==> src/include/rv_core_defines.svh <==
////////////////////////////////////////////////////////////
// widths, reset pc and RV32I field codes for the core
////////////////////////////////////////////////////////////
`ifndef RV_CORE_DEFINES_SVH
`define RV_CORE_DEFINES_SVH

`define XLEN        32
`define INST_W      32
`define REG_ADDR_W  5
`define NUM_REGS    32
`define RESET_PC    32'h0000_0000

// major opcodes
`define OPC_OP      7'b0110011
`define OPC_OP_IMM  7'b0010011
`define OPC_BRANCH  7'b1100011

// funct3 codes
`define F3_ADD_SUB  3'b000
`define F3_SLT      3'b010
`define F3_XOR      3'b100
`define F3_OR       3'b110
`define F3_AND      3'b111
`define F3_BEQ      3'b000
`define F3_BNE      3'b001

// funct7 for SUB
`define F7_SUB      7'b0100000

`endif

==> src/design/rv_core_pkg.sv <==
////////////////////////////////////////////////////////////
// operation enum and pipeline register structs
////////////////////////////////////////////////////////////
`include "rv_core_defines.svh"

package rv_core_pkg;

    // operation carried from decode into execute
    typedef enum logic [3:0] {
        OP_NOP,
        OP_ADD,
        OP_SUB,
        OP_AND,
        OP_OR,
        OP_XOR,
        OP_SLT,
        OP_BEQ,
        OP_BNE
    } alu_op_t;

    // fetch to decode
    typedef struct packed {
        logic              valid;
        logic [`XLEN-1:0]  pc;
        logic [`INST_W-1:0] inst;
    } if_id_t;

    // decode to execute, operands already forwarded
    typedef struct packed {
        logic                   valid;
        alu_op_t                op;
        logic [`REG_ADDR_W-1:0] rd;
        logic                   writes_rd;
        logic [`XLEN-1:0]       op_a;
        logic [`XLEN-1:0]       op_b;
        logic [`XLEN-1:0]       offset;
        logic [`XLEN-1:0]       pc;
    } id_ex_t;

    // register write, also used for forwarding
    typedef struct packed {
        logic                   valid;
        logic [`REG_ADDR_W-1:0] rd;
        logic [`XLEN-1:0]       data;
    } wb_t;

    typedef struct packed {
        logic             valid;
        logic [`XLEN-1:0] target;
    } redirect_t;

endpackage

==> src/design/cpu_pipeline.sv <==
////////////////////////////////////////////////////////////
// three-stage RV32I pipeline top level
////////////////////////////////////////////////////////////
`timescale 1ns/1ns
`include "rv_core_defines.svh"

module cpu_pipeline import rv_core_pkg::*; (
    input  logic               clk,
    input  logic               rst,
    output logic [`XLEN-1:0]   inst_addr,
    input  logic [`INST_W-1:0] inst_data,
    output wb_t                wb
);

    if_id_t                 if_id;
    id_ex_t                 id_ex;
    wb_t                    ex_fwd;
    redirect_t              redirect;
    logic [`REG_ADDR_W-1:0] rs1_addr;
    logic [`REG_ADDR_W-1:0] rs2_addr;
    logic [`XLEN-1:0]       rs1_data;
    logic [`XLEN-1:0]       rs2_data;

    fetch_stage fetch_stage_inst (
        .clk       (clk),
        .rst       (rst),
        .redirect  (redirect),
        .inst_data (inst_data),
        .inst_addr (inst_addr),
        .if_id     (if_id)
    );

    decode_stage decode_stage_inst (
        .clk      (clk),
        .rst      (rst),
        .if_id    (if_id),
        .redirect (redirect),
        .rs1_addr (rs1_addr),
        .rs2_addr (rs2_addr),
        .rs1_data (rs1_data),
        .rs2_data (rs2_data),
        .ex_fwd   (ex_fwd),
        .wb       (wb),
        .id_ex    (id_ex)
    );

    register_file register_file_inst (
        .clk      (clk),
        .rst      (rst),
        .rs1_addr (rs1_addr),
        .rs2_addr (rs2_addr),
        .rs1_data (rs1_data),
        .rs2_data (rs2_data),
        .wb       (wb)
    );

    execute_stage execute_stage_inst (
        .clk      (clk),
        .rst      (rst),
        .id_ex    (id_ex),
        .ex_fwd   (ex_fwd),
        .wb       (wb),
        .redirect (redirect)
    );

endmodule

==> src/design/decode_stage.sv <==
////////////////////////////////////////////////////////////
// decoder, operand forwarding and id/ex register
////////////////////////////////////////////////////////////
`timescale 1ns/1ns
`include "rv_core_defines.svh"

module decode_stage import rv_core_pkg::*; (
    input  logic                    clk,
    input  logic                    rst,
    input  if_id_t                  if_id,
    input  redirect_t               redirect,
    output logic [`REG_ADDR_W-1:0]  rs1_addr,
    output logic [`REG_ADDR_W-1:0]  rs2_addr,
    input  logic [`XLEN-1:0]        rs1_data,
    input  logic [`XLEN-1:0]        rs2_data,
    input  wb_t                     ex_fwd,
    input  wb_t                     wb,
    output id_ex_t                  id_ex
);

    logic [6:0]             opcode;
    logic [2:0]             funct3;
    logic [6:0]             funct7;
    logic [`REG_ADDR_W-1:0] rd;
    logic [`XLEN-1:0]       imm_i;
    logic [`XLEN-1:0]       imm_b;
    alu_op_t                op;
    logic                   use_imm;
    logic                   is_alu;
    logic [`XLEN-1:0]       src1;
    logic [`XLEN-1:0]       src2;
    id_ex_t                 id_ex_next;

    // youngest producer first, then wb register, then the array
    function automatic logic [`XLEN-1:0] pick_src(
        input logic [`REG_ADDR_W-1:0] idx,
        input logic [`XLEN-1:0]       rf_data,
        input wb_t                    ex_res,
        input wb_t                    wb_res
    );
        logic [`XLEN-1:0] val;
        if (idx != '0 && ex_res.valid && ex_res.rd == idx) begin
            val = ex_res.data;
        end else if (idx != '0 && wb_res.valid && wb_res.rd == idx) begin
            val = wb_res.data;
        end else begin
            val = rf_data;
        end
        return val;
    endfunction

    assign opcode   = if_id.inst[6:0];
    assign rd       = if_id.inst[11:7];
    assign funct3   = if_id.inst[14:12];
    assign rs1_addr = if_id.inst[19:15];
    assign rs2_addr = if_id.inst[24:20];
    assign funct7   = if_id.inst[31:25];

    assign imm_i = {{20{if_id.inst[31]}}, if_id.inst[31:20]};
    assign imm_b = {{19{if_id.inst[31]}}, if_id.inst[31], if_id.inst[7],
                    if_id.inst[30:25], if_id.inst[11:8], 1'b0};

    always_comb begin
        op      = OP_NOP;
        use_imm = 1'b0;
        case (opcode)
            `OPC_OP: begin
                case (funct3)
                    `F3_ADD_SUB: begin
                        if (funct7 == 7'd0) begin
                            op = OP_ADD;
                        end else if (funct7 == `F7_SUB) begin
                            op = OP_SUB;
                        end
                    end
                    `F3_SLT: op = (funct7 == 7'd0) ? OP_SLT : OP_NOP;
                    `F3_XOR: op = (funct7 == 7'd0) ? OP_XOR : OP_NOP;
                    `F3_OR:  op = (funct7 == 7'd0) ? OP_OR  : OP_NOP;
                    `F3_AND: op = (funct7 == 7'd0) ? OP_AND : OP_NOP;
                    default: op = OP_NOP;
                endcase
            end
            `OPC_OP_IMM: begin
                // only ADDI is supported
                if (funct3 == `F3_ADD_SUB) begin
                    op      = OP_ADD;
                    use_imm = 1'b1;
                end
            end
            `OPC_BRANCH: begin
                if (funct3 == `F3_BEQ) begin
                    op = OP_BEQ;
                end else if (funct3 == `F3_BNE) begin
                    op = OP_BNE;
                end
            end
            default: op = OP_NOP;
        endcase
    end

    assign is_alu = (op != OP_NOP) && (op != OP_BEQ) && (op != OP_BNE);

    assign src1 = pick_src(rs1_addr, rs1_data, ex_fwd, wb);
    assign src2 = pick_src(rs2_addr, rs2_data, ex_fwd, wb);

    always_comb begin
        id_ex_next.valid     = if_id.valid && !redirect.valid && (op != OP_NOP);
        id_ex_next.op        = op;
        id_ex_next.rd        = rd;
        id_ex_next.writes_rd = is_alu && (rd != '0);
        id_ex_next.op_a      = src1;
        id_ex_next.op_b      = use_imm ? imm_i : src2;
        id_ex_next.offset    = imm_b;
        id_ex_next.pc        = if_id.pc;
    end

    // flushed or undecodable slots enter execute as an all-zero bubble
    always_ff @(posedge clk or negedge rst) begin
        if (!rst) begin
            id_ex <= '0;
        end else if (!id_ex_next.valid) begin
            id_ex <= '0;
        end else begin
            id_ex <= id_ex_next;
        end
    end

endmodule

==> src/design/execute_stage.sv <==
////////////////////////////////////////////////////////////
// ALU, branch resolve and writeback register
////////////////////////////////////////////////////////////
`timescale 1ns/1ns
`include "rv_core_defines.svh"

module execute_stage import rv_core_pkg::*; (
    input  logic      clk,
    input  logic      rst,
    input  id_ex_t    id_ex,
    output wb_t       ex_fwd,
    output wb_t       wb,
    output redirect_t redirect
);

    logic [`XLEN-1:0] result;
    logic             equal;
    logic             taken;

    always_comb begin
        case (id_ex.op)
            OP_ADD:  result = id_ex.op_a + id_ex.op_b;
            OP_SUB:  result = id_ex.op_a - id_ex.op_b;
            OP_AND:  result = id_ex.op_a & id_ex.op_b;
            OP_OR:   result = id_ex.op_a | id_ex.op_b;
            OP_XOR:  result = id_ex.op_a ^ id_ex.op_b;
            // signed compare
            OP_SLT:  result = {{(`XLEN-1){1'b0}},
                               ($signed(id_ex.op_a) < $signed(id_ex.op_b))};
            default: result = '0;
        endcase
    end

    assign equal = (id_ex.op_a == id_ex.op_b);
    assign taken = id_ex.valid &&
                   (((id_ex.op == OP_BEQ) && equal) || ((id_ex.op == OP_BNE) && !equal));

    assign redirect.valid  = taken;
    assign redirect.target = id_ex.pc + id_ex.offset;

    // result as seen by decode in the same cycle
    assign ex_fwd.valid = id_ex.valid && id_ex.writes_rd;
    assign ex_fwd.rd    = id_ex.rd;
    assign ex_fwd.data  = result;

    always_ff @(posedge clk or negedge rst) begin
        if (!rst) begin
            wb <= '0;
        end else begin
            wb <= ex_fwd;
        end
    end

endmodule

==> src/design/fetch_stage.sv <==
////////////////////////////////////////////////////////////
// fetch stage with pc register and if/id register
////////////////////////////////////////////////////////////
`timescale 1ns/1ns
`include "rv_core_defines.svh"

module fetch_stage import rv_core_pkg::*; (
    input  logic                clk,
    input  logic                rst,
    input  redirect_t           redirect,
    input  logic [`INST_W-1:0]  inst_data,
    output logic [`XLEN-1:0]    inst_addr,
    output if_id_t              if_id
);

    logic [`XLEN-1:0] pc;
    logic [`XLEN-1:0] pc_next;

    // taken branch wins over sequential fetch
    assign pc_next   = redirect.valid ? redirect.target : pc + `XLEN'd4;
    assign inst_addr = pc;

    always_ff @(posedge clk or negedge rst) begin
        if (!rst) begin
            pc <= `RESET_PC;
        end else begin
            pc <= pc_next;
        end
    end

    // the word fetched this cycle is on the wrong path when a redirect is present
    always_ff @(posedge clk or negedge rst) begin
        if (!rst) begin
            if_id <= '0;
        end else begin
            if_id.valid <= !redirect.valid;
            if_id.pc    <= pc;
            if_id.inst  <= inst_data;
        end
    end

endmodule

==> src/design/register_file.sv <==
////////////////////////////////////////////////////////////
// integer register file, two async reads, one write
////////////////////////////////////////////////////////////
`timescale 1ns/1ns
`include "rv_core_defines.svh"

module register_file (
    input  logic                    clk,
    input  logic                    rst,
    input  logic [`REG_ADDR_W-1:0]  rs1_addr,
    input  logic [`REG_ADDR_W-1:0]  rs2_addr,
    output logic [`XLEN-1:0]        rs1_data,
    output logic [`XLEN-1:0]        rs2_data,
    input  rv_core_pkg::wb_t        wb
);

    logic [`XLEN-1:0] regs [`NUM_REGS];

    always_ff @(posedge clk or negedge rst) begin
        if (!rst) begin
            for (int i = 0; i < `NUM_REGS; i++) begin
                regs[i] <= '0;
            end
        end else if (wb.valid) begin
            regs[wb.rd] <= wb.data;
        end
    end

    // x0 reads as zero whatever was written to it
    assign rs1_data = (rs1_addr == '0) ? '0 : regs[rs1_addr];
    assign rs2_data = (rs2_addr == '0) ? '0 : regs[rs2_addr];

endmodule

==> config.mk <==
export PLATFORM = sky130hd
export DESIGN_NAME = cpu_pipeline
export DESIGN_NICKNAME = d
export VERILOG_FILES = /design/src/design/rv_core_pkg.sv /design/src/design/cpu_pipeline.sv /design/src/design/decode_stage.sv /design/src/design/execute_stage.sv /design/src/design/fetch_stage.sv /design/src/design/register_file.sv
export VERILOG_INCLUDE_DIRS = /design/src /design/src/include
export SDC_FILE = /design/constraint.sdc
export NUM_CORES = 2
export LEC_CHECK = 0
export ABC_CLOCK_PERIOD_IN_PS = 9100
export BUFFER_PORTS_ARGS = -buffer_cell sky130_fd_sc_hd__buf_2
export CAP_MARGIN = 15
export CORE_AREA = 2 2 334 336
export CTS_CLUSTER_SIZE = 40
export DETAILED_ROUTE_END_ITERATION = 16
export DIE_AREA = 0 0 336 338
export PLACE_DENSITY = 0.81
export SLEW_MARGIN = 20
export SYNTH_ARGS = -nofsm -noshare
export SYNTH_HDL_FRONTEND = slang
export SYNTH_HIERARCHICAL = 1
export SYNTH_SLANG_ARGS = --single-unit
==> constraint.sdc <==
create_clock -name clk -period 9.1 [get_ports clk]
set_input_delay 0 -clock clk [delete_from_list [all_inputs] [get_ports clk]]
set_output_delay 0 -clock clk [all_outputs]
set_load 0.05 [all_outputs]
==> reports/metrics.cfg <==
[final_layout]
layout.nets=5427
area_growth_pct=8.81
multi_input_area_um2=36400
utilization=0.701
fill_cells=7102
drive_above_1_share=0.387
seq_area_um2=31900

[cts]
post_cts_buffers=0
insertion_delay_ns=0.77
cts_tree=done
post_cts_resize_count=0
cts_max_level=4
clockBufferDepth=3
clock_sinks=1273
root_buffer=clkbuf_16
numCtsBuffers=133
postCtsHoldBufs=66
path_clk_slew_ns=0.06

[timing]
slew_headroom=0.105
skew_ns=0.0334
fin_crit_sh=0.581
rsz0062_at_grt=false
setup_viol=0
timing_hold_violations_final=0
tns_ns=0
maxSlewViolCount=0
period_needed_ns=5.29
worst_slew_pin_slew_ns=1.33
clock.fmax_mhz=189

[setup_path]
r2r_slack_ns=3.81
start_kind=register
r2r-start=decode_stage_inst/id_ex[92]$_DFF_PN0_
crit_arrival_ns=5.96
slowest_stage=or4_1
reg2reg_depth=16
worstSetupEndpointType=register
worstPathMaxFanout=51
r2r_end=decode_stage_inst/id_ex[129]$_DFF_PN0_
critical_path_class=reg2reg
crit_path_cell_trace=inv_1 -> ha_1 -> or4_1 -> nor4_1 -> nand3_1 -> nor3_1 -> nor4_1 -> a21oi_1 -> nor2b_2 -> buf_4 -> nor2b_1 -> o41ai_4 -> buf_4 -> inv_2 -> buf_4 -> and2_1
cpPeakStageDelay_ns=0.61
cp_common_cell=buf_4
required_ns=9.77

[power_and_ir_drop]
seqPwrFrac=0.483
combPwrFrac=0.052
vdd_drop_max_mv=0.178
p_int_w=0.00905
switching_power_w=0.00277
p_sw_frac=0.234
clkPwrFrac=0.465
power_per_cell_area_nw_per_um2=153
p_leak_nw=35.2

[run]
maxCapViolCount=0

[global_route]
grt_pass1_vias=51648
grt_antenna_before_repair=5
grt_max_degree=180
grt_pass1_wl_mm=325
grt_overflow=0
globalRouteTotalUtil=0.387

[min_path]
hold_start=fetch_stage_inst/inst_addr[0]$_DFFE_PN0P_
min_to=fetch_stage_inst/if_id[32]$_DFF_PN0_
min_delay_path_depth=0
min_path_type=reg2reg

[die]
io_pins=104
rows=122
initial_core_util=0.644
die_x_um=336
fp.dieArea_um2=114000
fp.dieH_um=338
coreArea_um2=110000

[synth]
synth_nets=5533
synth_flop_cell=dfrtp_1
async_flop_share=1.00
synth_common_cells=dfrtp_1 (1273), mux2_2 (1057), mux4_2 (461), clkbuf_1 (265), mux2i_1 (202)
ys_types=100
ys_warn_count=6
synth_edf_count=0
seq_area_frac_synth=0.449
synth_area_leaders=dfrtp_1 (45%), mux2_2 (17%), mux4_2 (15%)
synth_top_area_cell=dfrtp_1
syn-cell-area_um2=70900
synth_top_area_frac=0.449
synth_most_common_cell=dfrtp_1
synth_seq_cells=1273
avgSynthCellArea_um2=13.2
synth_cells=5361

[place]
port_buffers=103
gp_congestion=0.946
hpwl_mm=124

[drt]
first_pass_iters=7
drc_errors=0
wirelength_mm=217
wire_per_inst_um=31.7
antenna_left=0
drt-initial-drc-count=5846
post_drt_via_cell_ratio=7.39
dr_total_vias=50596

[status]
outcome=finished clean

kinds of logic after synthesis:
logic type      Yosys count  synth area share
buf+inv                 642            0.0415
xor+xnor                 65           0.00803
mux                    1720             0.343
other cells               1         0.0000529
fa+ha+maj               138            0.0247
flops                  1273             0.449
compound gates          827            0.0839
simple gates            695            0.0500
cells in the final DEF (no fill, tap or decap), types with 45 or more instances in the layout:
cell,instances
dfrtp_1,1248
mux2_2,1057
mux4_2,461
mux2i_1,202
nor2_1,148
clkbuf_16,139
ha_1,135
o21ai_0,125
nand2_1,116
a21oi_1,111
inv_1,108
buf_4,107
buf_2,102
nor3_1,94
o22ai_1,85
a211oi_1,83
dlygate4sd3_1,66
nand3_1,64
a22o_1,56
and2_1,51
xnor2_1,45
o221ai_1,45
metal layers:
layer  routed length [um]  up-vias  global-route usage
li1                     -    20212                   -
met1                77200    25987               0.485
met2                98600     3415               0.590
met3                23700      974              0.0987
met4                17500        8               0.276
met5                  170        -             0.00851
how the worst max path moves through the flow:
stage	startpoint	endpoint	slack (ns)	cells past startpoint
5_1_grt	decode_stage_inst/id_ex[92]$_DFF_PN0_	decode_stage_inst/id_ex[129]$_DFF_PN0_	3.72	16
6_report	decode_stage_inst/id_ex[92]$_DFF_PN0_	decode_stage_inst/id_ex[129]$_DFF_PN0_	3.81	16
4_1_cts	decode_stage_inst/id_ex[92]$_DFF_PN0_	decode_stage_inst/id_ex[129]$_DFF_PN0_	3.99	16
3_3_place_gp	decode_stage_inst/id_ex[92]$_DFF_PN0_	decode_stage_inst/id_ex[27]$_DFF_PN0_	4.21	16
3_5_place_dp	decode_stage_inst/id_ex[92]$_DFF_PN0_	decode_stage_inst/id_ex[28]$_DFF_PN0_	4.07	16
2_1_floorplan	decode_stage_inst/id_ex[64]$_DFF_PN0_	decode_stage_inst/id_ex[90]$_DFF_PN0_	5.59	15
flip-flops by register name (all words and copies together), names as in the netlist:
| name | cells |
|---|---|
| register_file_inst/regs | 1024 |
| fetch_stage_inst/if_id | 65 |
| fetch_stage_inst/inst_addr | 32 |
| execute_stage_inst/wb | 38 |
| decode_stage_inst/id_ex | 114 |
layout make-up:
cell class,instances,share of cell area
multi-input cells,3446,0.471
inverters,113,0.00550
well taps,1488,0.0241
diodes,1,0.0000324
clock buffers,193,0.0507
flip-flops and latches,1273,0.413
clock inverters,42,0.00614
repair buffers,288,0.0290
power by group through the flow:
| stage | logic (W) | clock network, W | registers (W) |
|---|---|---|---|
| final | 0.000614 | 0.00550 | 0.00571 |
| after global routing | 0.000644 | 0.00578 | 0.00571 |
| after CTS | 0.000599 | 0.00553 | 0.00571 |
| after detailed placement | 0.000573 | 0 | 0.00582 |
| after global placement | 0.000566 | 0 | 0.00581 |
| after floorplan | 0.000330 | 0 | 0.00578 |
per-stage QoR:
| step | worst slack (ns) | area (um^2) | total power (W) | std cells | hold WS (ns) |
|---|---|---|---|---|---|
| after global routing | 3.72 | 77200 | 0.0121 | 6843 | 0.428 |
| after floorplan | 5.59 | 70900 | 0.00611 | 5361 | -0.296 |
| after global placement | 4.21 | 72000 | 0.00638 | 6540 | 0.108 |
| final | 3.81 | 77200 | 0.0118 | 6844 | 0.394 |
| after detailed placement | 4.07 | 72000 | 0.00639 | 6540 | 0.110 |
| after CTS | 3.99 | 77100 | 0.0118 | 6841 | 0.0192 |
critical path, delay by kind of cell, from the launching register on:
kind,cells,cell delay (ns)
simple gates,8,2.40
buf+inv,5,1.56
fa+ha+maj,1,0.43
compound gates,2,0.36
flops,1,0.35
No activity file was read; power rests on OpenSTA's default activity.
